### config.mk
export PLATFORM = sky130hd
export DESIGN_NAME = wb_arbiter
export DESIGN_NICKNAME = d
export VERILOG_FILES = /design/src/source/isa_pkg.sv /design/src/source/core_pkg.sv /design/src/source/wb_arbiter.sv
export VERILOG_INCLUDE_DIRS = /design/src /design/src/include
export SDC_FILE = /design/constraint.sdc
export NUM_CORES = 1
export LEC_CHECK = 0
export ABC_AREA = 1
export BUFFER_PORTS_ARGS = -buffer_cell sky130_fd_sc_hd__buf_2
export CELL_PAD_IN_SITES_DETAIL_PLACEMENT = 0
export CELL_PAD_IN_SITES_GLOBAL_PLACEMENT = 1
export CORE_AREA = 2 2 185 187
export CTS_CLUSTER_SIZE = 20
export DETAILED_ROUTE_END_ITERATION = 8
export DIE_AREA = 0 0 187 189
export PLACE_DENSITY = 0.61
export SLEW_MARGIN = 20
export SYNTH_ARGS = -nofsm -noshare
export SYNTH_HDL_FRONTEND = slang
export SYNTH_SLANG_ARGS = --single-unit
### constraint.sdc
create_clock -name clock -period 3.3 [get_ports clock]
set_input_delay 0.66 -clock clock [delete_from_list [all_inputs] [get_ports clock]]
set_output_delay 0.66 -clock clock [all_outputs]
set_load 0.05 [all_outputs]
### src/include/core_defines.svh
`ifndef CORE_DEFINES_SVH
`define CORE_DEFINES_SVH

// Data path and register width
`define CORE_XLEN 64

// Byte address width on the bus
`define CORE_ADDR_W 16

// Register count, the last one reads as zero
`define CORE_NREGS 32

// First fetch address
`define CORE_RESET_PC 'h0

`endif

### src/source/isa_pkg.sv
package isa_pkg;

   // ALU operations
   typedef enum logic [2:0]
   {
      ALU_ADD,
      ALU_SUB,
      ALU_AND,
      ALU_ORR,
      ALU_PASS_B
   } alu_op_t;

   // ~~~~~~~~~~~~~~~~~~~~~~~~~~~~~~~~~~~~~~~~~~~~~~~~~~~~~~~~~~~~~~~~~~~~~~~~~
   // Opcodes
   // ~~~~~~~~~~~~~~~~~~~~~~~~~~~~~~~~~~~~~~~~~~~~~~~~~~~~~~~~~~~~~~~~~~~~~~~~~
   localparam logic [10:0] OP_ADD  = 11'b100_0101_1000;
   localparam logic [10:0] OP_SUB  = 11'b110_0101_1000;
   localparam logic [10:0] OP_AND  = 11'b100_0101_0000;
   localparam logic [10:0] OP_ORR  = 11'b101_0101_0000;
   localparam logic [10:0] OP_LDUR = 11'b111_1100_0010;
   localparam logic [10:0] OP_STUR = 11'b111_1100_0000;
   localparam logic [9:0]  OP_ADDI = 10'b10_0100_0100;
   localparam logic [7:0]  OP_CBZ  = 8'b1011_0100;

   localparam int REG_W = 5;
   localparam logic [REG_W-1:0] XZR = 5'd31;

   // Instruction field positions
   localparam int OP11_LSB  = 21;
   localparam int OP10_LSB  = 22;
   localparam int OP8_LSB   = 24;
   localparam int RD_LSB    = 0;
   localparam int RN_LSB    = 5;
   localparam int RM_LSB    = 16;
   localparam int IMM12_LSB = 10;
   localparam int IMM12_W   = 12;
   localparam int DADDR_LSB = 12;
   localparam int DADDR_W   = 9;
   localparam int IMM19_LSB = 5;
   localparam int IMM19_W   = 19;

endpackage

### src/source/core_pkg.sv
`include "core_defines.svh"

package core_pkg;
   import isa_pkg::*;

   typedef logic [`CORE_XLEN-1:0] xword_t;
   typedef logic [REG_W-1:0]      reg_idx_t;

   // ~~~~~~~~~~~~~~~~~~~~~~~~~~~~~~~~~~~~~~~~~~~~~~~~~~~~~~~~~~~~~~~~~~~~~~~~~
   // Stage payloads
   // ~~~~~~~~~~~~~~~~~~~~~~~~~~~~~~~~~~~~~~~~~~~~~~~~~~~~~~~~~~~~~~~~~~~~~~~~~
   typedef struct packed
   {
      logic        valid;
      xword_t      pc;
      logic [31:0] instr;
   } if_id_t;

   typedef struct packed
   {
      logic     valid;
      alu_op_t  alu_op;
      logic     alu_src;
      logic     mem_write;
      logic     mem_read;
      logic     mem_to_reg;
      logic     reg_write;
      logic     branch;
      xword_t   pc;
      xword_t   rd1;
      xword_t   rd2;
      xword_t   imm;
      reg_idx_t rn;
      reg_idx_t rm;
      reg_idx_t rd;
   } id_ex_t;

   typedef struct packed
   {
      logic     valid;
      logic     mem_write;
      logic     mem_read;
      logic     mem_to_reg;
      logic     reg_write;
      xword_t   alu_result;
      xword_t   store_data;
      reg_idx_t rd;
   } ex_mem_t;

   typedef struct packed
   {
      logic     valid;
      logic     reg_write;
      reg_idx_t rd;
      xword_t   data;
   } mem_wb_t;

   // Wishbone classic
   typedef struct packed
   {
      logic                    cyc;
      logic                    stb;
      logic                    we;
      logic [`CORE_ADDR_W-1:0] adr;
      xword_t                  dat_w;
      logic [7:0]              sel;
   } wb_req_t;

   typedef struct packed
   {
      logic   ack;
      xword_t dat_r;
   } wb_rsp_t;

endpackage

### src/source/wb_arbiter.sv
module wb_arbiter
   import core_pkg::*;
(
   input  logic    clock,
   input  logic    reset,
   input  wb_req_t fetch_req_i,
   output wb_rsp_t fetch_rsp_o,
   input  wb_req_t data_req_i,
   output wb_rsp_t data_rsp_o,
   output wb_req_t bus_req_o,
   input  wb_rsp_t bus_rsp_i
);

   logic busy;
   logic owner_data;
   logic grant_data;

   // Data master wins an idle bus
   assign grant_data = busy ? owner_data : data_req_i.cyc;

   assign bus_req_o = grant_data ? data_req_i : fetch_req_i;

   always_comb
   begin
      fetch_rsp_o.dat_r = bus_rsp_i.dat_r;
      fetch_rsp_o.ack   = bus_rsp_i.ack && !grant_data;
      data_rsp_o.dat_r  = bus_rsp_i.dat_r;
      data_rsp_o.ack    = bus_rsp_i.ack && grant_data;
   end

   // Grant held from the first request cycle up to its ack
   always_ff @(posedge clock, negedge reset)
   begin
      if (!reset)
      begin
         busy       <= 1'b0;
         owner_data <= 1'b0;
      end
      else if (bus_rsp_i.ack)
      begin
         busy <= 1'b0;
      end
      else if (!busy && bus_req_o.cyc)
      begin
         busy       <= 1'b1;
         owner_data <= grant_data;
      end
   end

endmodule

==> run summary <==
Row Count: 67
Clk root buf: clkbuf_16
Initial DRC Count: 123
First-pass GRT wire length: 16900 microns
Main area contributors after synthesis: buf_4 (38%), nand2_1 (27%), nand3_1 (14%)
Netlist cell types: 18
R2R Path End: owner_data$_DFFE_PN0P_
Fillers: 3952
Tmin final: 2.55 ns
CP arrival: 1.89 ns
Period utilization: 77.4%
Drt drc: 0
Status: completed
EDFF count, synth: 0
Setup CP Type: primary input to output port
Gr busiest metal: met2
Met1 Track Usage GR: 6.60%
Power Density: 408 nW/um^2
Worst clock skew: 0.00135 ns
Routed Antenna Nets: 0
Nets: 823
FFs w/ async S/R, synth: 100%
Worst min-delay path class: primary input to asynchronous set/reset pin
Crit path largest cell delay: 0.27 ns
Most common cell in the synthesized netlist: nand2_1
Ant diodes: 0
Max Slew Vio Count: 0
Largest net degree at the start of global routing: 93
Post-Route WL: 11500 microns
Biggest area consumer among synthesized cells: buf_4
Post-synthesis cell area: 2580 sq um
Die Footprint: 35300 sq um
Worst path bufs/invs: 3
Postcts setup bufs: 0
Least-Margin Pin Slew: 0.505 ns
Synthesized area per cell: 5.79 sq um
Clk buf depth: 2
Gr ovfl total: 0
Total power: 0.00142 W
XOR/XNOR share of the synthesized area: 0%
GRT met3 Usage: 1.46%
Core Region: 33300 sq um
CP top delay family: buffers and inverters
Sequential element share of the synthesized area: 1.94%
CTS tree: yes
Critical R2R Launch: busy$_DFFE_PN0P_
Clock Latency Late Sink: 0.22 ns
Post-synthesis mux area share: 0%
Req. time, crit path: 2.64 ns
Syn Nets: 694
Crit end category: output port
DP HPWL: 9390 microns
CP Max Fanout: 45
Hold_buf cts: 0
Final GP Congestion: 0.719
Main synth FF type: dfrtp_1
Resized cells post-CTS: 0
Setup TNS: 0 ns
CTS Sinks: 2
RSZ-0062 raised after global routing: no
Layout area overhead: 34.4%
Commonest cells in the netlist: nand2_1 (183), buf_4 (131), nand3_1 (72), nand3_2 (19), buf_6 (12)
Setup crit end: bus_req_o[80]
Die W: 187 microns
Final hold vios: 0
R2R depth: 6
Cells after Synth: 445
Yosys top cell area share: 38.1%
#FFs+latches synth: 2
Initial core utilization: 7.75%
Number of H-tree levels: 1
Worst slew margin: 66.3%
Crit path depth: 7
Max Cap Viol: 0
Critical path origin: data_req_i[90]
DR vias/cell: 3.09
Register-to-register setup slack: 1.89 ns
CP Cell Sequence: buf_2 > nand2_4 > nand2_4 > buf_12 > nand2_1 > nand2_1 > buf_2
CP Launch Type: primary input
Clock-pin slew on the worst setup and hold paths: 0.03 ns
I/O pin total: 470
Critical-path top delay cell: buf_2
Vias in the first global route: 3115
Fmax: 0.392 GHz
Share of cells above drive strength 1: 53.8%
Pleak: 2.07 nW
Largest family of logic cells by synthesized area: simple AND/OR/NAND/NOR gates
Via count: 3148
Post-synthesis compound-gate area fraction: 0.776%
Wire per inst: 11.3 microns
Final setup vio count: 0
Port Buffers: 277
Post-synthesis simple-gate area fraction: 49.2%
Total GRT Usage: 5.96%
Total CTS buffers: 3
Met2 usage: 10.7%
Syn. warnings: 0
Post-Synth Adder-Cell Area: 0%
Antenna violations before repair: 0
DR pass1 iterations: 4
Worst VDD drop: 188 uV
Die extent in y: 189 microns
==> final cells by class <==
cell class	instances	area, sq um	area share [%]
clock buffers	3	75.1	2.17
inverters	2	7.51	0.217
multi-input cells	284	1310	37.7
flip-flops and latches	2	50.0	1.44
well taps	448	561	16.2
repair buffers	281	1470	42.3
==> state kept, by name (all words and copies together), names as in the netlist <==
signal      count
owner_data      1
busy            1
==> layout by cell type, fill, tap and decap left out <==
master	n
nor2_1	4
buf_2	277
a31oi_1	1
clkbuf_16	3
a21oi_2	1
inv_2	1
nand2_4	3
nand2_1	182
inv_1	1
nor3_1	1
dfrtp_1	2
nand3_1	72
nand3_2	19
o21ai_0	1
buf_12	4
==> layer usage <==
| layer | wire [microns] | vias to the layer above |
|---|---|---|
| li1 | - | 1527 |
| met1 | 4150 | 1340 |
| met2 | 5630 | 236 |
| met3 | 1220 | 45 |
| met4 | 483 | 0 |
| met5 | 0 | - |
==> kinds of logic (layout without fill, tap and decap cells) <==
group,count (synthesis),in the layout
AOI/OAI and AO/OA,3,3
buffers and inverters,159,286
DFF,2,2
and+or+nand+nor,281,281
==> where the power goes <==
group          switching (W)  internal (W)  leakage, nW  total (W)
combinational       0.000902      0.000297         2.01    0.00120
clock              0.0000291      0.000154       0.0370   0.000183
sequential        0.00000439     0.0000281       0.0231  0.0000325
==> stage by stage <==
step                      hold WS, ns  cell area, sq um  std cells  utilization [%]  worst slack (ns)
after floorplan                 0.364              2580        445                -             0.967
after global placement          0.448              3390       1017             10.2             0.733
after detailed placement        0.448              3390       1017             10.2             0.728
after CTS                       0.216              3470       1020             10.4             0.730
after global routing            0.219              3470       1020             10.4             0.632
final                           0.220              3470       1020             10.4             0.747
==> worst min-delay path by stage <==
stage	start	to	slack [ns]	cells past startpoint
2_1_floorplan	reset	busy$_DFFE_PN0P_	0.36	0
3_3_place_gp	reset	busy$_DFFE_PN0P_	0.45	1
3_5_place_dp	reset	busy$_DFFE_PN0P_	0.45	1
4_1_cts	reset	owner_data$_DFFE_PN0P_	0.22	1
5_1_grt	reset	owner_data$_DFFE_PN0P_	0.22	1
6_report	reset	owner_data$_DFFE_PN0P_	0.22	1
Power figures use the tool's default switching activity.
