==> config.mk <==
export PLATFORM = sky130hd
export DESIGN_NAME = memory_unit
export DESIGN_NICKNAME = d
export VERILOG_FILES = /design/src/source/isa_pkg.sv /design/src/source/core_pkg.sv /design/src/source/memory_unit.sv
export VERILOG_INCLUDE_DIRS = /design/src /design/src/include
export SDC_FILE = /design/constraint.sdc
export NUM_CORES = 1
export LEC_CHECK = 0
export BUFFER_PORTS_ARGS = -buffer_cell sky130_fd_sc_hd__buf_2
export CORE_AREA = 2 2 143 145
export DETAILED_ROUTE_END_ITERATION = 6
export DIE_AREA = 0 0 145 147
export PLACE_DENSITY = 0.57
export SLEW_MARGIN = 20
export SYNTH_ARGS = -nofsm -noshare
export SYNTH_HDL_FRONTEND = slang
export SYNTH_SLANG_ARGS = --single-unit
==> constraint.sdc <==
create_clock -name clock -period 1.4 [get_ports clock]
set_input_delay 0 -clock clock [delete_from_list [all_inputs] [get_ports clock]]
set_output_delay 0 -clock clock [all_outputs]
set_load 0.005 [all_outputs]
==> src/include/core_defines.svh <==
`ifndef CORE_DEFINES_SVH
`define CORE_DEFINES_SVH

// Data path and register width
`define CORE_XLEN 64

// Byte address width on the bus
`define CORE_ADDR_W 16

// Register count, the last one reads as zero
`define CORE_NREGS 32

// First fetch address
`define CORE_RESET_PC 'h0

`endif

==> src/source/isa_pkg.sv <==
package isa_pkg;

   // ALU operations
   typedef enum logic [2:0]
   {
      ALU_ADD,
      ALU_SUB,
      ALU_AND,
      ALU_ORR,
      ALU_PASS_B
   } alu_op_t;

   // ~~~~~~~~~~~~~~~~~~~~~~~~~~~~~~~~~~~~~~~~~~~~~~~~~~~~~~~~~~~~~~~~~~~~~~~~~
   // Opcodes
   // ~~~~~~~~~~~~~~~~~~~~~~~~~~~~~~~~~~~~~~~~~~~~~~~~~~~~~~~~~~~~~~~~~~~~~~~~~
   localparam logic [10:0] OP_ADD  = 11'b100_0101_1000;
   localparam logic [10:0] OP_SUB  = 11'b110_0101_1000;
   localparam logic [10:0] OP_AND  = 11'b100_0101_0000;
   localparam logic [10:0] OP_ORR  = 11'b101_0101_0000;
   localparam logic [10:0] OP_LDUR = 11'b111_1100_0010;
   localparam logic [10:0] OP_STUR = 11'b111_1100_0000;
   localparam logic [9:0]  OP_ADDI = 10'b10_0100_0100;
   localparam logic [7:0]  OP_CBZ  = 8'b1011_0100;

   localparam int REG_W = 5;
   localparam logic [REG_W-1:0] XZR = 5'd31;

   // Instruction field positions
   localparam int OP11_LSB  = 21;
   localparam int OP10_LSB  = 22;
   localparam int OP8_LSB   = 24;
   localparam int RD_LSB    = 0;
   localparam int RN_LSB    = 5;
   localparam int RM_LSB    = 16;
   localparam int IMM12_LSB = 10;
   localparam int IMM12_W   = 12;
   localparam int DADDR_LSB = 12;
   localparam int DADDR_W   = 9;
   localparam int IMM19_LSB = 5;
   localparam int IMM19_W   = 19;

endpackage

==> src/source/core_pkg.sv <==
`include "core_defines.svh"

package core_pkg;
   import isa_pkg::*;

   typedef logic [`CORE_XLEN-1:0] xword_t;
   typedef logic [REG_W-1:0]      reg_idx_t;

   // ~~~~~~~~~~~~~~~~~~~~~~~~~~~~~~~~~~~~~~~~~~~~~~~~~~~~~~~~~~~~~~~~~~~~~~~~~
   // Stage payloads
   // ~~~~~~~~~~~~~~~~~~~~~~~~~~~~~~~~~~~~~~~~~~~~~~~~~~~~~~~~~~~~~~~~~~~~~~~~~
   typedef struct packed
   {
      logic        valid;
      xword_t      pc;
      logic [31:0] instr;
   } if_id_t;

   typedef struct packed
   {
      logic     valid;
      alu_op_t  alu_op;
      logic     alu_src;
      logic     mem_write;
      logic     mem_read;
      logic     mem_to_reg;
      logic     reg_write;
      logic     branch;
      xword_t   pc;
      xword_t   rd1;
      xword_t   rd2;
      xword_t   imm;
      reg_idx_t rn;
      reg_idx_t rm;
      reg_idx_t rd;
   } id_ex_t;

   typedef struct packed
   {
      logic     valid;
      logic     mem_write;
      logic     mem_read;
      logic     mem_to_reg;
      logic     reg_write;
      xword_t   alu_result;
      xword_t   store_data;
      reg_idx_t rd;
   } ex_mem_t;

   typedef struct packed
   {
      logic     valid;
      logic     reg_write;
      reg_idx_t rd;
      xword_t   data;
   } mem_wb_t;

   // Wishbone classic
   typedef struct packed
   {
      logic                    cyc;
      logic                    stb;
      logic                    we;
      logic [`CORE_ADDR_W-1:0] adr;
      xword_t                  dat_w;
      logic [7:0]              sel;
   } wb_req_t;

   typedef struct packed
   {
      logic   ack;
      xword_t dat_r;
   } wb_rsp_t;

endpackage

==> src/source/memory_unit.sv <==
`include "core_defines.svh"

module memory_unit
   import core_pkg::*;
(
   input  logic    clock,
   input  logic    reset,
   input  ex_mem_t ex_mem_i,
   input  logic    instr_valid_i,
   output wb_req_t bus_req_o,
   input  wb_rsp_t bus_rsp_i,
   output logic    done_o,
   output mem_wb_t mem_wb_o
);

   logic   mem_op;
   logic   finished;
   logic   access_done;
   xword_t load_q;
   xword_t load_data;

   assign mem_op      = ex_mem_i.valid && (ex_mem_i.mem_read || ex_mem_i.mem_write);
   assign access_done = !mem_op || finished || bus_rsp_i.ack;

   // Pipeline step, access complete and an instruction waiting in fetch
   assign done_o = access_done && instr_valid_i;

   always_comb
   begin
      bus_req_o.cyc   = mem_op && !finished;
      bus_req_o.stb   = bus_req_o.cyc;
      bus_req_o.we    = ex_mem_i.mem_write;
      bus_req_o.adr   = ex_mem_i.alu_result[`CORE_ADDR_W-1:0];
      bus_req_o.dat_w = ex_mem_i.store_data;
      bus_req_o.sel   = 8'hff;
   end

   // Finished access waits here for the step
   always_ff @(posedge clock, negedge reset)
   begin
      if (!reset)
         finished <= 1'b0;
      else if (done_o)
         finished <= 1'b0;
      else if (bus_rsp_i.ack)
         finished <= 1'b1;
   end

   always_ff @(posedge clock)
   begin
      if (bus_rsp_i.ack)
         load_q <= bus_rsp_i.dat_r;
   end

   assign load_data = finished ? load_q : bus_rsp_i.dat_r;

   always_comb
   begin
      mem_wb_o.valid     = ex_mem_i.valid;
      mem_wb_o.reg_write = ex_mem_i.reg_write;
      mem_wb_o.rd        = ex_mem_i.rd;
      mem_wb_o.data      = ex_mem_i.mem_to_reg ? load_data : ex_mem_i.alu_result;
   end

endmodule

==> metrics.csv <==
metric,value,unit
status,finished with violations,
failing checks,negative setup slack,
final worst setup slack,-0.1414,ns
Yosys cell types,14,
leading cell types by count after synthesis,"buf_4, nor2_1, a21oi_1, edfxtp_1, mux2i_1",
vias per inst,3.915,
Final Skew,0,ns
latest clock arrival within the worst-skew pair,0.33,ns
# DRC,0,
Max-Cap Viols,0,
clock sink total,65,
VDD IR max,0.4979,mV
I/O Buffers,220,
Antenna Nets Post-Route,0,
Tot Pwr,5.875,mW
grt ovf,0,
crit end category,output pin,
Avg WL per Cell,12.80,µm
initial antenna violation count,0,
overall routing resource usage,10.16,%
largest net degree at the start of global routing,61,
vias in the first global route,3340,
global-route wire length before repair,17.08,mm
cell area after synthesis,4066,µm²
Hold Fails Final Rpt,0,
DIE WIDTH,145,µm
Post-synth EDFFs,64,
antenna diode count,0,
register area share after synthesis,47.88,%
setup slack at placement,0.1315,ns
"Avg Cell Area, Syn",10.62,µm²
synth warn,0,
Bufs on Longest Clock Path,2,
asr flop ratio synth,1.538,%
RSZ-0062 raised after global routing,yes,
initial DRC count,99,
fin crit share,110.1,%
CTS tree,built,
Die Y,147,µm
Num CTS Buffers,9,
main area contributors after synthesis,"edfxtp_1, buf_4, mux2i_1",
hpwl dp,8.010,mm
"Top FF cell, synth",edfxtp_1,
# setup viols final,67,
worst path arrival time,1.54,ns
Fin Hold WS,0.000001896,ns
Yosys top cell by area,edfxtp_1,
Area growth syn-to-layout,44.55,%
Routed WL,10.97,mm
num rows,52,
clk slew on worst S/H paths,0.05,ns
worst-path cell chain,buf_8 > buf_6 > mux2i_1 > a21oi_1 > buf_2,
layout cells sized above 1,43.61,%
CP max FO,7,
Total Nets Final,788,
family with the most delay on the worst path,flip-flops,
Syn Inst Count,383,
1st-pass router iterations,4,
Hold Path Class,in2out,
Core Area,19840,µm²
Crit path required time,1.40,ns
CP max stage delay,0.57,ns
Pleak,2.562,nW
Starting Density,20.49,%
boundary pin count,369,
minimum clock period,1.541,ns
pwr dens,999.4,nW/µm²
clock root buffer master,clkbuf_16,
dpl cell area,4825,µm²
H-tree depth,3,
register bit total from synthesis,65,
final-report max-slew violation count,0,
CP bufs+invs,3,
total number of vias,3355,
FMAX,648.7,MHz
Die Area,21320,µm²
GPL Wtd Cong,0.7064,
Setup CP Type,reg2out,
Worst Setup Start Kind,flop,
Final Cell Area,5878,µm²
area share of the leading cell type in the synthesized netlist,47.26,%
Crit-path slowest cell,dfrtp_4,
top-count cell post-synth,buf_4,
## metrics by stage
stage / utilization (%) / TNS [ns] / cells
after detailed placement: 24.31 / 0 / 772
after global placement: 24.31 / 0 / 772
after floorplan: - / 0 / 390
after CTS: 29.51 / -9.454 / 857
final: 29.62 / -6.857 / 857
after global routing: 29.62 / -13.03 / 857
## cell usage in the layout, fill, tap and decap left out
cell           instances
dlygate4sd3_1         67
buf_6                  1
nor2_1                67
mux2i_1               60
o41a_1                 1
buf_8                  1
edfxtp_1              64
mux2i_2                3
bufinv_16              2
clkbuf_16              9
conb_1                 8
buf_2                219
inv_1                  1
dfrtp_4                1
buf_12                 7
clkinvlp_4             1
clkinv_1               2
clkinv_2               2
mux2i_4                1
nor3_4                 1
a21oi_2                3
buf_4                  5
a21oi_1               61
## logic make-up (layout without fill, tap and decap cells)
family	Yosys count	in the layout	synth area share (%)
buffers and inverters	120	317	21.82
AND/OR/NAND/NOR	68	68	6.308
AO/OA/AOI/OAI	65	65	8.154
flip-flops	65	65	47.88
multiplexers	64	64	15.75
other	1	8	0.09222
## sequential cells by signal (all words and copies together), names as in the netlist
| signal | cells |
|---|---|
| load_q | 64 |
| finished | 1 |
## final cells by class
class                           instances  area, µm²
Clock buffer                            9      225.2
Clock inverter                          7      85.08
Fill cell                            2051      13970
Inverter                                1      3.754
Multi-Input combinational cell        205       1305
Sequential cell                        65       1951
Tap cell                              270      337.8
Timing Repair Buffer                  300       1971
## timing repair
action                     4_1_cts  5_1_grt
hold buffers                    67        0
setup endpoints to repair       66       67
pin swaps                        9        0
resized for setup                7        6
gates cloned                     0        0
hold endpoints to repair        66        0
buffers inserted                 3        0
## where the power goes
group | switching [mW] | internal (mW) | total (mW)
clock | 0.823 | 1.54 | 2.36
sequential | 0.0527 | 2.31 | 2.36
combinational | 0.509 | 0.639 | 1.15
total | 1.39 | 4.49 | 5.87
## metal layers
layer | track usage (%) | vias up | share of wire, %
met3 | 3.851 | 30 | 8.1
met4 | 5.050 | 0 | 2.8
met2 | 17.02 | 169 | 50
met5 | 0 | - | 0
li1 | - | 1640 | -
met1 | 11.39 | 1516 | 40
## worst paths after layout
check | startpoint | end | slack [ns] | cells past startpoint
setup / recovery | finished$_DFFE_PN0P_ | mem_wb_o[6] | -0.14 | 5
hold / removal | ex_mem_i[33] | bus_req_o[36] | 0.000002 | 0
setup reg to reg | finished$_DFFE_PN0P_ | finished$_DFFE_PN0P_ | 0.38 | 3
hold reg to reg | finished$_DFFE_PN0P_ | finished$_DFFE_PN0P_ | 0.91 | 3
max in group asynchronous | reset | finished$_DFFE_PN0P_ | 0.76 | 3
min in group asynchronous | reset | finished$_DFFE_PN0P_ | 0.52 | 3
(Power assumes the default switching activity.)
