`config.mk`:
```
export PLATFORM = sky130hd
export DESIGN_NAME = fetch_unit
export DESIGN_NICKNAME = d
export VERILOG_FILES = /design/src/source/isa_pkg.sv /design/src/source/core_pkg.sv /design/src/source/fetch_unit.sv
export VERILOG_INCLUDE_DIRS = /design/src /design/src/include
export SDC_FILE = /design/constraint.sdc
export NUM_CORES = 1
export LEC_CHECK = 0
export BUFFER_PORTS_ARGS = -buffer_cell sky130_fd_sc_hd__buf_2
export CORE_MARGIN = 8
export CORE_UTILIZATION = 53
export DETAILED_ROUTE_END_ITERATION = 16
export MAX_ROUTING_LAYER = met4
export PLACE_DENSITY_LB_ADDON = 0.08
export SLEW_MARGIN = 20
export SYNTH_ARGS = -nofsm -noshare
export SYNTH_HDL_FRONTEND = slang
export SYNTH_SLANG_ARGS = --single-unit
export TNS_END_PERCENT = 5
```
`constraint.sdc`:
```
create_clock -name clock -period 3.35 [get_ports clock]
set_input_delay 0.5025 -clock clock [delete_from_list [all_inputs] [get_ports clock]]
set_output_delay 0.5025 -clock clock [all_outputs]
set_load 0.02 [all_outputs]
```
`src/include/core_defines.svh`:
```
`ifndef CORE_DEFINES_SVH
`define CORE_DEFINES_SVH

// Data path and register width
`define CORE_XLEN 64

// Byte address width on the bus
`define CORE_ADDR_W 16

// Register count, the last one reads as zero
`define CORE_NREGS 32

// First fetch address
`define CORE_RESET_PC 'h0

`endif

```
`src/source/isa_pkg.sv`:
```
package isa_pkg;

   // ALU operations
   typedef enum logic [2:0]
   {
      ALU_ADD,
      ALU_SUB,
      ALU_AND,
      ALU_ORR,
      ALU_PASS_B
   } alu_op_t;

   // ~~~~~~~~~~~~~~~~~~~~~~~~~~~~~~~~~~~~~~~~~~~~~~~~~~~~~~~~~~~~~~~~~~~~~~~~~
   // Opcodes
   // ~~~~~~~~~~~~~~~~~~~~~~~~~~~~~~~~~~~~~~~~~~~~~~~~~~~~~~~~~~~~~~~~~~~~~~~~~
   localparam logic [10:0] OP_ADD  = 11'b100_0101_1000;
   localparam logic [10:0] OP_SUB  = 11'b110_0101_1000;
   localparam logic [10:0] OP_AND  = 11'b100_0101_0000;
   localparam logic [10:0] OP_ORR  = 11'b101_0101_0000;
   localparam logic [10:0] OP_LDUR = 11'b111_1100_0010;
   localparam logic [10:0] OP_STUR = 11'b111_1100_0000;
   localparam logic [9:0]  OP_ADDI = 10'b10_0100_0100;
   localparam logic [7:0]  OP_CBZ  = 8'b1011_0100;

   localparam int REG_W = 5;
   localparam logic [REG_W-1:0] XZR = 5'd31;

   // Instruction field positions
   localparam int OP11_LSB  = 21;
   localparam int OP10_LSB  = 22;
   localparam int OP8_LSB   = 24;
   localparam int RD_LSB    = 0;
   localparam int RN_LSB    = 5;
   localparam int RM_LSB    = 16;
   localparam int IMM12_LSB = 10;
   localparam int IMM12_W   = 12;
   localparam int DADDR_LSB = 12;
   localparam int DADDR_W   = 9;
   localparam int IMM19_LSB = 5;
   localparam int IMM19_W   = 19;

endpackage

```
`src/source/core_pkg.sv`:
```
`include "core_defines.svh"

package core_pkg;
   import isa_pkg::*;

   typedef logic [`CORE_XLEN-1:0] xword_t;
   typedef logic [REG_W-1:0]      reg_idx_t;

   // ~~~~~~~~~~~~~~~~~~~~~~~~~~~~~~~~~~~~~~~~~~~~~~~~~~~~~~~~~~~~~~~~~~~~~~~~~
   // Stage payloads
   // ~~~~~~~~~~~~~~~~~~~~~~~~~~~~~~~~~~~~~~~~~~~~~~~~~~~~~~~~~~~~~~~~~~~~~~~~~
   typedef struct packed
   {
      logic        valid;
      xword_t      pc;
      logic [31:0] instr;
   } if_id_t;

   typedef struct packed
   {
      logic     valid;
      alu_op_t  alu_op;
      logic     alu_src;
      logic     mem_write;
      logic     mem_read;
      logic     mem_to_reg;
      logic     reg_write;
      logic     branch;
      xword_t   pc;
      xword_t   rd1;
      xword_t   rd2;
      xword_t   imm;
      reg_idx_t rn;
      reg_idx_t rm;
      reg_idx_t rd;
   } id_ex_t;

   typedef struct packed
   {
      logic     valid;
      logic     mem_write;
      logic     mem_read;
      logic     mem_to_reg;
      logic     reg_write;
      xword_t   alu_result;
      xword_t   store_data;
      reg_idx_t rd;
   } ex_mem_t;

   typedef struct packed
   {
      logic     valid;
      logic     reg_write;
      reg_idx_t rd;
      xword_t   data;
   } mem_wb_t;

   // Wishbone classic
   typedef struct packed
   {
      logic                    cyc;
      logic                    stb;
      logic                    we;
      logic [`CORE_ADDR_W-1:0] adr;
      xword_t                  dat_w;
      logic [7:0]              sel;
   } wb_req_t;

   typedef struct packed
   {
      logic   ack;
      xword_t dat_r;
   } wb_rsp_t;

endpackage

```
`src/source/fetch_unit.sv`:
```
`include "core_defines.svh"

module fetch_unit
   import core_pkg::*;
(
   input  logic    clock,
   input  logic    reset,
   input  logic    step_i,
   input  logic    hold_i,
   input  logic    redirect_i,
   input  xword_t  redirect_pc_i,
   output wb_req_t bus_req_o,
   input  wb_rsp_t bus_rsp_i,
   output logic    instr_valid_o,
   output if_id_t  fetched_o
);

   xword_t      pc;
   xword_t      req_pc;
   xword_t      fetch_pc;
   logic        running;
   logic        inflight;
   logic        stale;
   logic        buf_valid;
   xword_t      buf_pc;
   logic [31:0] buf_instr;
   logic [31:0] lane;
   logic        advance;
   logic        take;
   logic        fill;

   assign advance = step_i && !hold_i;
   assign take    = step_i && redirect_i;
   assign fill    = bus_rsp_i.ack && !stale && !take;

   // Address frozen while a transfer waits for its ack
   assign fetch_pc = inflight ? req_pc : pc;
   assign lane     = fetch_pc[2] ? bus_rsp_i.dat_r[`CORE_XLEN-1:32] : bus_rsp_i.dat_r[31:0];

   always_comb
   begin
      // No request until reset is released
      bus_req_o.cyc   = running && (inflight || !buf_valid || advance);
      bus_req_o.stb   = bus_req_o.cyc;
      bus_req_o.we    = 1'b0;
      bus_req_o.adr   = fetch_pc[`CORE_ADDR_W-1:0];
      bus_req_o.dat_w = '0;
      bus_req_o.sel   = fetch_pc[2] ? 8'hf0 : 8'h0f;
   end

   always_ff @(posedge clock, negedge reset)
   begin
      if (!reset)
      begin
         pc        <= `CORE_RESET_PC;
         running   <= 1'b0;
         inflight  <= 1'b0;
         stale     <= 1'b0;
         buf_valid <= 1'b0;
      end
      else
      begin
         running  <= 1'b1;
         inflight <= bus_req_o.cyc && !bus_rsp_i.ack;
         if (take)
            pc <= redirect_pc_i;
         else if (fill)
            pc <= fetch_pc + xword_t'(4);
         // Wrong-path response still owed by the bus
         if (bus_rsp_i.ack)
            stale <= 1'b0;
         else if (take && bus_req_o.cyc)
            stale <= 1'b1;
         if (fill)
            buf_valid <= 1'b1;
         else if (advance || take)
            buf_valid <= 1'b0;
      end
   end

   always_ff @(posedge clock)
   begin
      if (!inflight)
         req_pc <= pc;
      if (fill)
      begin
         buf_pc    <= fetch_pc;
         buf_instr <= lane;
      end
   end

   assign instr_valid_o = buf_valid;

   always_comb
   begin
      fetched_o.valid = buf_valid;
      fetched_o.pc    = buf_pc;
      fetched_o.instr = buf_instr;
   end

endmodule

```
==> results_dict.tcl <==
set metrics [dict create \
    min_period_ps 2830 \
    relSlewSlack_pct 42.2 \
    setup_viol 0 \
    coreArea_mm2 0.0211 \
    wl_per_cell_um 20.5 \
    tns_ps 0 \
    design_area_mm2 0.0134 \
    drv_slew 0 \
    syn-instance-count 956 \
    dieHeight_um 163 \
    critical_path.max_fanout 118 \
    viasPerCell 5.51 \
    dr.first_iter.drc_count 524 \
    nets 1324 \
    drive_above_1_share_pct 37.7 \
    total_power_w 0.00833 \
    hold_depth 2 \
    dp_cells 1436 \
    yosys_warnings 0 \
    syn_avg_cell_area_um2 11.9 \
    drcViolationCount 0 \
    finalCritPeriodShare_pct 84.5 \
    hp-start "bus_rsp_i[64]" \
    clk_pin_slew_ps 60 \
    crit_family "simple AND/OR/NAND/NOR gates" \
    netlist_area_mm2 0.0114 \
    drt_first_pass_iters 5 \
    port_buffers 257 \
    clockBufferDepth 3 \
    synthDistinctLibCells 69 \
    cts_setup_buffers 0 \
    path_common_cell "nand4_1" \
    grt_max_degree 119 \
    cts-root-buf "clkbuf_16" \
    grt_pass1_wl_um 47600 \
    gp_congestion 0.873 \
    io_pins 323 \
    r2r_end "pc[58]" \
    rsz0062_at_grt "false" \
    rrSetupSlack_ps 520 \
    startpoint_type "register" \
    wl_met2_um 14300 \
    rows 53 \
    max_slew.worst_pin.slew_ps 867 \
    die_width_um 163 \
    dpl_cell_area_mm2 0.0125 \
    hold_end "stale" \
    cp_num_cells 7 \
    synth_edf_count 96 \
    slowest_stage "a2111oi_0" \
    leakagePower_nw 5.49 \
    critPathBufInv 1 \
    cts.sinks 228 \
    cts_tree "done" \
    hp-class "input port to register" \
    max_freq_mhz 353 \
    ys_ff_latch 228 \
    synth_top_area_cell "edfxtp_1" \
    status "complete, no violations" \
    met1_length_um 13300 \
    numCtsBuffers 25 \
    top_layer "met4" \
    wl_met3_um 2440 \
    postRouteAntennaNets 0 \
    skew_ps 20.5 \
    grt_use_total_pct 23.1 \
    fin_cells 1483 \
    overflow 0 \
    reg2reg_from "inflight" \
    antenna_found_initial 0 \
    crit_path_end_kind "register" \
    crit_type "register to register" \
    drt_wl_total_um 30400 \
    htreeDepth 1 \
    n_fill_cell 1765 \
    area_growth_pct 17.3 \
    vias 8178 \
    grt_pass1_vias 8278 \
    crit_chain "buf_12 -> nand4_1 -> a2111oi_0 -> nand4_1 -> nor4_1 -> xnor2_1 -> o21ai_1" \
    async_flop_share_pct 29.8 \
    synth_seq_area_share_pct 51.5 \
    insertedDiodeCount 0 \
    cap_viol_max_count 0 \
    synthFlopType "edfxtp_1" \
    hold_violations 0 \
    synth.area.top_cells "edfxtp_1 25%, dfrtp_1 15%, dfxtp_1 11%" \
    critPathMaxStageDelay_ps 700 \
    critPathRequiredTime_ps 3740 \
    start_util_pct 54.0 \
    hpwl_um 22200 \
    synth_top_area_share_pct 25.3 \
    worstPathArrival_ps 3220 \
    dieArea_mm2 0.0264 \
    powerDensity_mw_per_mm2 624 \
    clk_latency_ps 530 \
    r2r_cells 7 \
    vdd_drop_max_v 0.000379 \
]
==> worst max path at each step <==
stage | from | end
after global routing | inflight | pc[54]
after global placement | inflight | pc[54]
final | inflight | pc[58]
after CTS | inflight | pc[44]
after detailed placement | inflight | pc[50]
after floorplan | inflight | pc[62]
==> kinds of logic (layout without fill, tap and decap cells) <==
family,after synthesis,count (layout),share of synthesized area (%)
compound gates,173,173,11.3
other cells,2,66,0.0659
fa+ha+maj,1,1,0.110
flops,228,228,51.5
simple gates,249,249,14.8
mux,103,103,9.90
buf+inv,157,345,9.02
xor+xnor,43,43,3.31
==> layer usage <==
layer,vias up,GRT usage [%]
li1,3872,-
met1,3931,30.6
met2,333,36.9
met3,42,3.97
met4,0,4.75
met5,-,-
==> cells in the final DEF (no fill, tap or decap), types with 8 or more instances in the layout <==
master / count
inv_1: 21
a21oi_1: 22
o21ai_1: 14
nand2_1: 55
o21ai_0: 39
conb_1: 66
clkbuf_16: 25
nand4b_1: 8
nand3_1: 37
nor4_1: 10
mux2_2: 77
a22oi_1: 44
nor3_1: 10
xnor2_1: 39
dfxtp_1: 64
nand4_1: 29
a31oi_1: 9
edfxtp_1: 96
mux2i_1: 25
nor4_2: 10
dfrtp_1: 67
buf_2: 257
nand3b_1: 17
nor2_1: 25
buf_4: 17
==> power by group <==
part	total, W	internal, W	switching [W]
Sequential	0.00376	0.00344	0.000319
Clock	0.00277	0.00166	0.00111
Combinational	0.00181	0.000678	0.00113
==> area by class of cell <==
class	instances	area (um^2)	share of cell area, %
multi-input cells	635	4760	35.6
repair buffers	277	1460	11.0
clock buffers	36	727	5.44
clock inverters	10	106	0.796
inverters	22	85.1	0.637
flip-flops and latches	228	5870	43.9
well taps	275	344	2.58
==> sequential cells by signal, summed over array words and instances, names as in the netlist <==
register and flops:
buf_pc 64, pc 64, req_pc 64, buf_instr 32, inflight 1, instr_valid_o 1, running 1, stale 1
==> through the flow <==
| step | setup WS, ps | hold WS (ps) | utilization (%) |
|---|---|---|---|
| finish | 518 | 170 | 63.3 |
| global route | 381 | 167 | 63.3 |
| CTS | 561 | 164 | 63.3 |
| detailed placement | 583 | 397 | 59.3 |
| global placement | 599 | 396 | 59.3 |
| floorplan | 287 | 207 | - |
==> cell usage after synthesis (3+ instances only) <==
library cell,count
nand4b_1,8
xor2_1,4
nand4_2,6
nand2_1,55
a31oi_1,9
nand3b_1,17
buf_2,11
a211oi_1,3
nand3b_4,4
edfxtp_1,96
clkbuf_1,21
nand2b_1,3
a22oi_1,44
a221o_1,5
a22oi_2,6
nor4b_2,3
or3_1,6
nand4_4,4
a21o_1,3
o21ai_0,39
mux2_2,77
a22oi_4,5
a21boi_0,4
dfxtp_1,64
buf_8,3
inv_1,21
mux2i_1,26
xnor2_1,39
nand4b_4,3
nand4_1,29
dfrtp_1,68
and2_1,4
buf_6,6
nor2_1,26
a21oi_1,22
nor4_1,10
nor3_1,10
nor4_2,10
buf_4,92
nor2b_1,4
o21ai_1,14
nand3_1,37
==> worst reg2reg max path, stage by stage (launching register included) <==
cell and delay, ps:
dfrtp_4 460, buf_12 410, nand4_1 460, a2111oi_0 700, nand4_1 170, nor4_1 260
xnor2_1 160, o21ai_1 70
==> what timing repair did <==
action	CTS	global route
hold endpoints to repair	9	0
hold buffers	1	0
gates resized for setup	0	0
(Power assumes the default switching activity.)
