File: config.mk
export PLATFORM = sky130hd
export DESIGN_NAME = execute_unit
export DESIGN_NICKNAME = d
export VERILOG_FILES = /design/src/source/isa_pkg.sv /design/src/source/core_pkg.sv /design/src/source/execute_unit.sv
export VERILOG_INCLUDE_DIRS = /design/src /design/src/include
export SDC_FILE = /design/constraint.sdc
export NUM_CORES = 1
export LEC_CHECK = 0
export BUFFER_PORTS_ARGS = -buffer_cell sky130_fd_sc_hd__buf_2
export CORE_AREA = 2 2 271 273
export DETAILED_ROUTE_END_ITERATION = 12
export DIE_AREA = 0 0 273 275
export GPL_TIMING_DRIVEN = 1
export PLACE_DENSITY = 0.5
export SETUP_SLACK_MARGIN = 0.1
export SYNTH_ARGS = -nofsm -noshare
export SYNTH_HDL_FRONTEND = slang
export SYNTH_SLANG_ARGS = --single-unit
File: constraint.sdc
create_clock -name vclk -period 14.4
set_input_delay 0 -clock vclk [all_inputs]
set_output_delay 0 -clock vclk [all_outputs]
set_load 0.1 [all_outputs]
File: src/include/core_defines.svh
`ifndef CORE_DEFINES_SVH
`define CORE_DEFINES_SVH

// Data path and register width
`define CORE_XLEN 64

// Byte address width on the bus
`define CORE_ADDR_W 16

// Register count, the last one reads as zero
`define CORE_NREGS 32

// First fetch address
`define CORE_RESET_PC 'h0

`endif

File: src/source/isa_pkg.sv
package isa_pkg;

   // ALU operations
   typedef enum logic [2:0]
   {
      ALU_ADD,
      ALU_SUB,
      ALU_AND,
      ALU_ORR,
      ALU_PASS_B
   } alu_op_t;

   // ~~~~~~~~~~~~~~~~~~~~~~~~~~~~~~~~~~~~~~~~~~~~~~~~~~~~~~~~~~~~~~~~~~~~~~~~~
   // Opcodes
   // ~~~~~~~~~~~~~~~~~~~~~~~~~~~~~~~~~~~~~~~~~~~~~~~~~~~~~~~~~~~~~~~~~~~~~~~~~
   localparam logic [10:0] OP_ADD  = 11'b100_0101_1000;
   localparam logic [10:0] OP_SUB  = 11'b110_0101_1000;
   localparam logic [10:0] OP_AND  = 11'b100_0101_0000;
   localparam logic [10:0] OP_ORR  = 11'b101_0101_0000;
   localparam logic [10:0] OP_LDUR = 11'b111_1100_0010;
   localparam logic [10:0] OP_STUR = 11'b111_1100_0000;
   localparam logic [9:0]  OP_ADDI = 10'b10_0100_0100;
   localparam logic [7:0]  OP_CBZ  = 8'b1011_0100;

   localparam int REG_W = 5;
   localparam logic [REG_W-1:0] XZR = 5'd31;

   // Instruction field positions
   localparam int OP11_LSB  = 21;
   localparam int OP10_LSB  = 22;
   localparam int OP8_LSB   = 24;
   localparam int RD_LSB    = 0;
   localparam int RN_LSB    = 5;
   localparam int RM_LSB    = 16;
   localparam int IMM12_LSB = 10;
   localparam int IMM12_W   = 12;
   localparam int DADDR_LSB = 12;
   localparam int DADDR_W   = 9;
   localparam int IMM19_LSB = 5;
   localparam int IMM19_W   = 19;

endpackage

File: src/source/core_pkg.sv
`include "core_defines.svh"

package core_pkg;
   import isa_pkg::*;

   typedef logic [`CORE_XLEN-1:0] xword_t;
   typedef logic [REG_W-1:0]      reg_idx_t;

   // ~~~~~~~~~~~~~~~~~~~~~~~~~~~~~~~~~~~~~~~~~~~~~~~~~~~~~~~~~~~~~~~~~~~~~~~~~
   // Stage payloads
   // ~~~~~~~~~~~~~~~~~~~~~~~~~~~~~~~~~~~~~~~~~~~~~~~~~~~~~~~~~~~~~~~~~~~~~~~~~
   typedef struct packed
   {
      logic        valid;
      xword_t      pc;
      logic [31:0] instr;
   } if_id_t;

   typedef struct packed
   {
      logic     valid;
      alu_op_t  alu_op;
      logic     alu_src;
      logic     mem_write;
      logic     mem_read;
      logic     mem_to_reg;
      logic     reg_write;
      logic     branch;
      xword_t   pc;
      xword_t   rd1;
      xword_t   rd2;
      xword_t   imm;
      reg_idx_t rn;
      reg_idx_t rm;
      reg_idx_t rd;
   } id_ex_t;

   typedef struct packed
   {
      logic     valid;
      logic     mem_write;
      logic     mem_read;
      logic     mem_to_reg;
      logic     reg_write;
      xword_t   alu_result;
      xword_t   store_data;
      reg_idx_t rd;
   } ex_mem_t;

   typedef struct packed
   {
      logic     valid;
      logic     reg_write;
      reg_idx_t rd;
      xword_t   data;
   } mem_wb_t;

   // Wishbone classic
   typedef struct packed
   {
      logic                    cyc;
      logic                    stb;
      logic                    we;
      logic [`CORE_ADDR_W-1:0] adr;
      xword_t                  dat_w;
      logic [7:0]              sel;
   } wb_req_t;

   typedef struct packed
   {
      logic   ack;
      xword_t dat_r;
   } wb_rsp_t;

endpackage

File: src/source/execute_unit.sv
module execute_unit
   import isa_pkg::*, core_pkg::*;
(
   input  id_ex_t  id_ex_i,
   input  ex_mem_t ex_mem_i,
   input  mem_wb_t mem_wb_i,
   output ex_mem_t ex_mem_o,
   output logic    redirect_o,
   output xword_t  redirect_pc_o
);

   logic   ex_fwd;
   logic   wb_fwd;
   xword_t op_a;
   xword_t op_b;
   xword_t fwd_b;
   xword_t result;

   // ~~~~~~~~~~~~~~~~~~~~~~~~~~~~~~~~~~~~~~~~~~~~~~~~~~~~~~~~~~~~~~~~~~~~~~~~~
   // Forwarding
   // ~~~~~~~~~~~~~~~~~~~~~~~~~~~~~~~~~~~~~~~~~~~~~~~~~~~~~~~~~~~~~~~~~~~~~~~~~

   // Load data is not ready in EX/MEM, decode stalls instead
   assign ex_fwd = ex_mem_i.valid && ex_mem_i.reg_write && !ex_mem_i.mem_read &&
                   (ex_mem_i.rd != XZR);
   assign wb_fwd = mem_wb_i.valid && mem_wb_i.reg_write && (mem_wb_i.rd != XZR);

   always_comb
   begin
      if (ex_fwd && ex_mem_i.rd == id_ex_i.rn)
         op_a = ex_mem_i.alu_result;
      else if (wb_fwd && mem_wb_i.rd == id_ex_i.rn)
         op_a = mem_wb_i.data;
      else
         op_a = id_ex_i.rd1;

      if (ex_fwd && ex_mem_i.rd == id_ex_i.rm)
         fwd_b = ex_mem_i.alu_result;
      else if (wb_fwd && mem_wb_i.rd == id_ex_i.rm)
         fwd_b = mem_wb_i.data;
      else
         fwd_b = id_ex_i.rd2;
   end

   assign op_b = id_ex_i.alu_src ? id_ex_i.imm : fwd_b;

   // ALU, also the LDUR and STUR address
   always_comb
   begin
      case (id_ex_i.alu_op)
         ALU_SUB:    result = op_a - op_b;
         ALU_AND:    result = op_a & op_b;
         ALU_ORR:    result = op_a | op_b;
         ALU_PASS_B: result = op_b;
         default:    result = op_a + op_b;
      endcase
   end

   always_comb
   begin
      ex_mem_o.valid      = id_ex_i.valid;
      ex_mem_o.mem_write  = id_ex_i.mem_write;
      ex_mem_o.mem_read   = id_ex_i.mem_read;
      ex_mem_o.mem_to_reg = id_ex_i.mem_to_reg;
      ex_mem_o.reg_write  = id_ex_i.reg_write;
      ex_mem_o.alu_result = result;
      ex_mem_o.store_data = fwd_b;
      ex_mem_o.rd         = id_ex_i.rd;
   end

   // CBZ taken on a zero Rt
   assign redirect_o    = id_ex_i.valid && id_ex_i.branch && (result == '0);
   assign redirect_pc_o = id_ex_i.pc + id_ex_i.imm;

endmodule

==> impl_summary.log, run 1 <==
[metrics] Stages on worst setup path: 29
[metrics] portion of the clock cycle consumed by the worst path in the final layout: between 60% and 70%
[metrics] achievable frequency: about 110 MHz
[metrics] port bufs: 609
[metrics] count of instances resized after the clock tree is built: 0
[metrics] share of synthesized area occupied by flip-flops and latches: 0%
[metrics] CP bufs+invs: 3
[metrics] Std-Cell Rows: roughly 100
[metrics] fin crit period: 9.37 ns
[metrics] warnings from Yosys: 0
[metrics] outcome: finished, final reports clean
[metrics] DRC marker count from the first detailed-route iteration: about 2,200
[metrics] area share of the largest cell type after synthesis: 10.5%
[metrics] sequential power share: 0%
[metrics] number of sequential storage elements: 0
[metrics] Die H: between 200 and 300 um
[metrics] Post-layout nets: roughly 3,500
[metrics] Top-Level Pins: between 600 and 700
[metrics] pre-CTS worst setup slack: around 5.2 ns
[metrics] commonest cells in the netlist: 250 x sky130_fd_sc_hd__nor2_1, 229 x sky130_fd_sc_hd__nand2_1, 228 x sky130_fd_sc_hd__a21oi_1, 148 x sky130_fd_sc_hd__o21ai_0, 129 x sky130_fd_sc_hd__ha_1
[metrics] area of the core: just over 0.07 mm^2
[metrics] category of the worst setup path capture point: output pin
[metrics] Vias per Instance: 5.61
[metrics] number of cells produced by synthesis: 2,371
[metrics] power density cells: 101 mW/mm^2
[metrics] library cell contributing the largest single delay on the critical path: sky130_fd_sc_hd__a2111oi_0
[metrics] Min-Delay Endpoint: ex_mem_o[133]
[metrics] worst hold stages: 0
[metrics] max-slew violation total from the final report: 0
[metrics] leading cell type by number of instances after synthesis: sky130_fd_sc_hd__nor2_1
[metrics] number of distinct library cell variants in the gate-level netlist after synthesis: 92
[metrics] number of clock buffers in the layout: 0
[metrics] average wire per cell in the routed design: 28.6 um
[metrics] number of placed cells counting well taps: roughly 3,800
[metrics] largest net degree at the start of global routing: between 70 and 80
[metrics] initial core utilization: a little over a fifth
[metrics] Overall Global Routing Usage: roughly 27%
[metrics] Overflow after GRT: 0
[metrics] wire length after detailed routing: 109,000 um
[metrics] total of hold buffers inserted after clock tree synthesis: 0
[metrics] vias in the first global route: approximately 20,000
[metrics] setup-violating endpoint count in the final report: 0
[metrics] count of placed standard cells in the final layout, fillers left out: 3,826
[metrics] Slew headroom: roughly 24%
[metrics] first-pass GRT wire length: 148,000 um
[metrics] DRC: 0
[metrics] Die Outline Area: approximately 0.075 mm^2
[metrics] worst-margin pin slew: 1.12 ns
[metrics] Overall Power: just under 2 mW
[metrics] combined area of all synthesized cells: 0.0153 mm^2
[metrics] CP max FO: 17
[metrics] largest incremental delay on the critical path: 0.98 ns
[metrics] setup_tns: 0 ns
[metrics] fraction of final layout cells with drive strength greater than 1: 24.8%
[metrics] required time at the worst-slack endpoint: around 14 ns
[metrics] RSZ-0062 raised after global routing: false
[metrics] placer congestion estimate: about 1.0
[metrics] P_int: 0.424 mW
[metrics] Setup Buffers After CTS: 0
[metrics] number of maximum-capacitance violations: 0
[metrics] synthesized area per cell: around 6.5 um^2
[metrics] Switch Pwr: approximately 1.5 mW
[metrics] number of nets produced by synthesis: between 2,000 and 3,000
[metrics] width of the die: around 270 um
[metrics] cell type with the largest total area after synthesis: sky130_fd_sc_hd__ha_1
[metrics] Pre-antenna DRT Iters: 5
[metrics] Lkg Pwr: just over 9 nW
[metrics] final setup margin: a little over 5 ns
[metrics] Worst EP arrival: 9.37 ns
[metrics] peak ir drop on the vdd network: between 0.08 and 0.09 mV
[metrics] sort of element at the start of the critical path: input port
[metrics] hold violation total from the final report: 0
[metrics] cell types with the largest area share after synthesis: sky130_fd_sc_hd__ha_1 11%, sky130_fd_sc_hd__a21oi_1 7.5%, sky130_fd_sc_hd__xnor2_1 6.8%
[metrics] category of cells accounting for the largest share of critical-path delay: simple AND/OR/NAND/NOR gates
[metrics] total half-perimeter wirelength after legalization and detailed placement: approximately 93,000 um
[metrics] area grow syn2layout: 25.5%
[metrics] class of the most critical hold timing path: input port to output pin
[metrics] kind of critical path: input port to output pin
[metrics] initial antenna violation count: 32
[metrics] relative contribution of the clock network to total power: 0%
[metrics] start point of the worst min-delay path: id_ex_i[272]
[metrics] antenna violation net count after detailed routing: 0
[metrics] sequential cell area: 0 um^2
[metrics] proportion of total power due to net switching: 78.0%
[metrics] logic gate share of total power: between 90% and 100%
[metrics] via total after detailed routing: roughly 21,000
## per-layer routing
layer	wire, um	global-route usage [%]	share of wire (%)	vias up
li1	-	-	-	9840
met1	46800	36.2	43	10400
met2	47700	43.1	44	1037
met3	8950	5.10	8.2	187
met4	5670	11.5	5.2	28
met5	178	0	0.16	-
## power by group through the flow
stage / logic, mW / registers, mW / clock network, mW
2_1_floorplan: 1.41 / 0 / 0
3_3_place_gp: 1.91 / 0 / 0
3_5_place_dp: 1.91 / 0 / 0
6_report: 1.93 / 0 / 0.000000103
4_1_cts: 1.91 / 0 / 0
5_1_grt: 2.01 / 0 / 0.0000000744
## per-stage QoR
step           utilization [%]  cell area [um^2]  hold slack [ns]
5_1_grt                   26.5             19200         0.000253
2_1_floorplan                -             15300            0.212
3_5_place_dp              26.5             19200         0.000681
6_report                  26.5             19200        0.0000386
4_1_cts                   26.5             19200         0.000681
3_3_place_gp              26.5             19200         0.000681
## cells by family (layout without fill, tap and decap cells)
| kind of cell | Yosys count | in the layout | synth area share [%] |
|---|---|---|---|
| adder cells (fa/ha/maj) | 186 | 186 | 14.4 |
| XOR/XNOR | 184 | 184 | 10.5 |
| buffers and inverters | 231 | 716 | 6.28 |
| AND/OR/NAND/NOR | 854 | 854 | 27.0 |
| multiplexers | 107 | 107 | 7.16 |
| AO/OA/AOI/OAI | 809 | 809 | 34.6 |
| other | 0 | 11 | 0 |
## worst max path at each step
| stage | end | start | slack (ns) |
|---|---|---|---|
| final | redirect_o | mem_wb_i[68] | 5.03 |
| after global routing | redirect_o | mem_wb_i[68] | 4.60 |
| after CTS | redirect_o | mem_wb_i[68] | 5.13 |
| after detailed placement | redirect_o | mem_wb_i[68] | 5.16 |
| after global placement | redirect_o | id_ex_i[9] | 5.18 |
| after floorplan | redirect_o | mem_wb_i[68] | 3.74 |
## final cells by class
| class | instances | area, um^2 |
|---|---|---|
| tap | 959 | 1200 |
| fill | 8443 | 53100 |
| inverter | 73 | 274 |
| multi-input combinational | 2140 | 14400 |
| antenna | 11 | 27.5 |
| timing repair buffer | 643 | 3300 |
## cells in the final DEF (no fill, tap or decap), types with 7 or more instances in the layout
cell type                  instances
sky130_fd_sc_hd__a21oi_1         228
sky130_fd_sc_hd__and2_1           16
sky130_fd_sc_hd__o31a_1           16
sky130_fd_sc_hd__ha_1            129
sky130_fd_sc_hd__inv_1            70
sky130_fd_sc_hd__nor2_1          244
sky130_fd_sc_hd__mux2_2           13
sky130_fd_sc_hd__o22ai_1          11
sky130_fd_sc_hd__nor3_1           60
sky130_fd_sc_hd__or3_1            18
sky130_fd_sc_hd__buf_2           609
sky130_fd_sc_hd__diode_2          11
sky130_fd_sc_hd__mux2i_1          92
sky130_fd_sc_hd__a22oi_1           7
sky130_fd_sc_hd__or2_2             9
sky130_fd_sc_hd__a221o_1          13
sky130_fd_sc_hd__o211ai_1         19
sky130_fd_sc_hd__nand3_1          66
sky130_fd_sc_hd__nand2b_1         17
sky130_fd_sc_hd__a31oi_1          60
sky130_fd_sc_hd__and4_1           11
sky130_fd_sc_hd__a221oi_1         11
sky130_fd_sc_hd__maj3_1           53
sky130_fd_sc_hd__or4_1            17
sky130_fd_sc_hd__o21bai_1         12
sky130_fd_sc_hd__xnor2_1         119
sky130_fd_sc_hd__o21ai_0         148
sky130_fd_sc_hd__a21boi_0         15
sky130_fd_sc_hd__nand4_1          42
sky130_fd_sc_hd__and3_1           54
sky130_fd_sc_hd__nor2b_1          14
sky130_fd_sc_hd__nor4_1           14
sky130_fd_sc_hd__xor2_1           65
sky130_fd_sc_hd__a21o_1           78
sky130_fd_sc_hd__a211o_1           8
sky130_fd_sc_hd__a211oi_1         38
sky130_fd_sc_hd__o31ai_1          38
sky130_fd_sc_hd__buf_4            34
sky130_fd_sc_hd__nand2_1         228
sky130_fd_sc_hd__o21a_1           21
Power figures use the tool's default switching activity.
==> run 2: changes to the inputs <==
ABC_AREA = 1   (was unset)
CORE_AREA = 2 2 269 271   (was 2 2 271 273)
DIE_AREA = 0 0 271 273   (was 0 0 273 275)
PLACE_DENSITY = 0.57   (was 0.5)
clock period = 8.5 ns   (was 14.4 ns; I/O delays follow)
==> impl_summary.log, run 2 <==
[metrics] area share of the largest cell type after synthesis: between 20% and 30%
[metrics] average wire per cell in the routed design: 22.8 um
[metrics] start point of the worst min-delay path: id_ex_i[0]
[metrics] initial antenna violation count: 19
[metrics] total of hold buffers inserted after clock tree synthesis: 0
[metrics] vias in the first global route: about 25,000
[metrics] number of nets produced by synthesis: between 4,000 and 5,000
[metrics] instance area after placement: roughly 0.022 mm^2
[metrics] Critical Path Most Common Cell: sky130_fd_sc_hd__nand2_1
[metrics] via total after detailed routing: between 20,000 and 30,000
[metrics] synthesized area per cell: ~4.9 um^2
[metrics] Die Outline Area: ~0.074 mm^2
[metrics] antenna violation net count after detailed routing: 0
[metrics] peak ir drop on the vdd network: 0.162 mV
[metrics] Overall Power: between 3 and 4 mW
[metrics] DRC: 0
[metrics] setup_tns: 0 ns
[metrics] port bufs: ~610
[metrics] fin crit period: 6.67 ns
[metrics] number of sequential storage elements: 0
[metrics] library cell contributing the largest single delay on the critical path: sky130_fd_sc_hd__o21ai_1
[metrics] placer congestion estimate: ~1.0
[metrics] kind of critical path: input port to output pin
[metrics] Vias per Instance: 5.17
[metrics] Slew headroom: approximately a quarter
[metrics] number of distinct library cell variants in the gate-level netlist after synthesis: 52
[metrics] worst-margin pin slew: between 1 and 1.5 ns
[metrics] share of synthesized area occupied by flip-flops and latches: 0%
[metrics] largest net degree at the start of global routing: ~100
[metrics] class of the most critical hold timing path: input port to output pin
[metrics] fraction of final layout cells with drive strength greater than 1: between 10% and 20%
[metrics] commonest non-fill, non-tap cell in the layout: sky130_fd_sc_hd__nand2_1
[metrics] Worst Setup SP: mem_wb_i[64]
[metrics] initial core utilization: 25.4%
[metrics] sort of element at the start of the critical path: input port
[metrics] number of placed cells counting well taps: slightly above 5,000
[metrics] number of clock buffers in the layout: 0
[metrics] required time at the worst-slack endpoint: 8.50 ns
[metrics] area of the core: between 0.07 and 0.08 mm^2
[metrics] largest incremental delay on the critical path: 0.69 ns
[metrics] count of instances resized after the clock tree is built: 0
[metrics] Std-Cell Rows: slightly below 100
[metrics] post-layout instance area: roughly 0.022 mm^2
[metrics] number of cells produced by synthesis: between 3,000 and 4,000
[metrics] count of placed standard cells in the final layout, fillers left out: 5,137
[metrics] Top-Level Pins: 693
[metrics] Min-Delay Endpoint: ex_mem_o[0]
[metrics] first-pass GRT wire length: about 170,000 um
[metrics] number of maximum-capacitance violations: 0
[metrics] RSZ-0062 raised after global routing: false
[metrics] warnings from Yosys: 0
[metrics] area grow syn2layout: 21.9%
[metrics] hold violation total from the final report: 0
[metrics] achievable frequency: between 150 and 200 MHz
[metrics] commonest cells after routing, fill and taps aside: 1,082 x sky130_fd_sc_hd__nand2_1, 609 x sky130_fd_sc_hd__buf_2, 583 x sky130_fd_sc_hd__inv_1
[metrics] Final Hold Slack: ~0.000036 ns
[metrics] max-slew violation total from the final report: 0
[metrics] leading cell type by number of instances after synthesis: sky130_fd_sc_hd__nand2_1
[metrics] portion of the clock cycle consumed by the worst path in the final layout: between 70% and 80%
[metrics] cell types with the largest area share after synthesis: sky130_fd_sc_hd__nand2_1 23%, sky130_fd_sc_hd__inv_1 12%, sky130_fd_sc_hd__ha_1 9.0%
[metrics] cell type with the largest total area after synthesis: sky130_fd_sc_hd__nand2_1
[metrics] final setup margin: about 1.8 ns
[metrics] Overall Global Routing Usage: 29.9%
[metrics] Die H: 273 um
[metrics] width of the die: 271 um
[metrics] Lkg Pwr: approximately 12 nW
[metrics] DRC marker count from the first detailed-route iteration: between 2,000 and 3,000
[metrics] pre-CTS worst setup slack: ~1.9 ns
[metrics] worst hold stages: 0
[metrics] Pre-antenna DRT Iters: 6
[metrics] Post-layout nets: 4,798
[metrics] CP max FO: between 50 and 60
[metrics] commonest cells in the netlist: 1,082 x sky130_fd_sc_hd__nand2_1, 585 x sky130_fd_sc_hd__inv_1, 386 x sky130_fd_sc_hd__nor2_1, 316 x sky130_fd_sc_hd__nand3_1, 219 x sky130_fd_sc_hd__a21oi_1
[metrics] power density cells: about 150 mW/mm^2
[metrics] core utilization of the finished layout: between 30% and 40%
[metrics] sequential cell area: 0 um^2
[metrics] Overflow after GRT: 0
[metrics] combined area of all synthesized cells: 0.0180 mm^2
[metrics] category of the worst setup path capture point: output pin
[metrics] Setup Buffers After CTS: 0
[metrics] total half-perimeter wirelength after legalization and detailed placement: about 100,000 um
[metrics] wire length after detailed routing: around 120,000 um
[metrics] Worst EP arrival: 6.67 ns
[metrics] filler instances: roughly 8,600
[metrics] outcome: finished, final reports clean
[metrics] setup-violating endpoint count in the final report: 0
[run 2: changes by cell type after synthesis, sizes merged, moves of 87 or more]
cell / delta
nand2: +866
mux2i: -93
nand3: +253
o21ai: +87
nor2: +157
inv: +534
[run 2: worst max-delay path, delay by kind of cell]
kind	cells	cell delay, ns
adders and majority gates	1	0.44
buffers and inverters	6	1.01
and+or+nand+nor	14	2.68
xor gates and xnor gates	2	0.28
AOI/OAI and AO/OA	9	2.12
[run 2: cell type report]
type               instances  area, um^2  share of cell area (%)
multi-input cells       2935       15200                    69.3
repair buffers           633        3240                    14.8
inverters                607        2280                    10.4
well taps                950        1190                    5.41
diodes                    12        30.0                   0.137
[run 2: worst max-delay path by stage]
stage | endpoint | cells after the start | slack (ns)
6_report | redirect_o | 32 | 1.83
5_1_grt | redirect_o | 36 | 1.31
4_1_cts | redirect_o | 36 | 1.93
3_5_place_dp | redirect_o | 36 | 1.95
3_3_place_gp | redirect_o | 36 | 2.00
2_1_floorplan | redirect_o | 29 | 0.84
[run 2: where the power goes]
group	total [mW]	internal [mW]	switching, mW
logic	3.24	0.648	2.59
clock network	0.000000160	0.000000160	0
registers	0	0	0
[run 2: metal layers]
metal  GRT usage [%]  up-vias  routed length (um)
li1                -    12800                   -
met1            41.4    12300               51600
met2            47.1     1280               50700
met3            4.38      183               10100
met4            10.3       12                4800
met5               0        -                  71
[run 2: cells by family after synthesis]
group | after synthesis | share of synthesized area [%]
AOI/OAI and AO/OA | 641 | 20.0
xor gates and xnor gates | 154 | 7.49
adders and majority gates | 131 | 9.18
buffers and inverters | 728 | 15.9
muxes | 1 | 0.0556
and+or+nand+nor | 2008 | 47.4
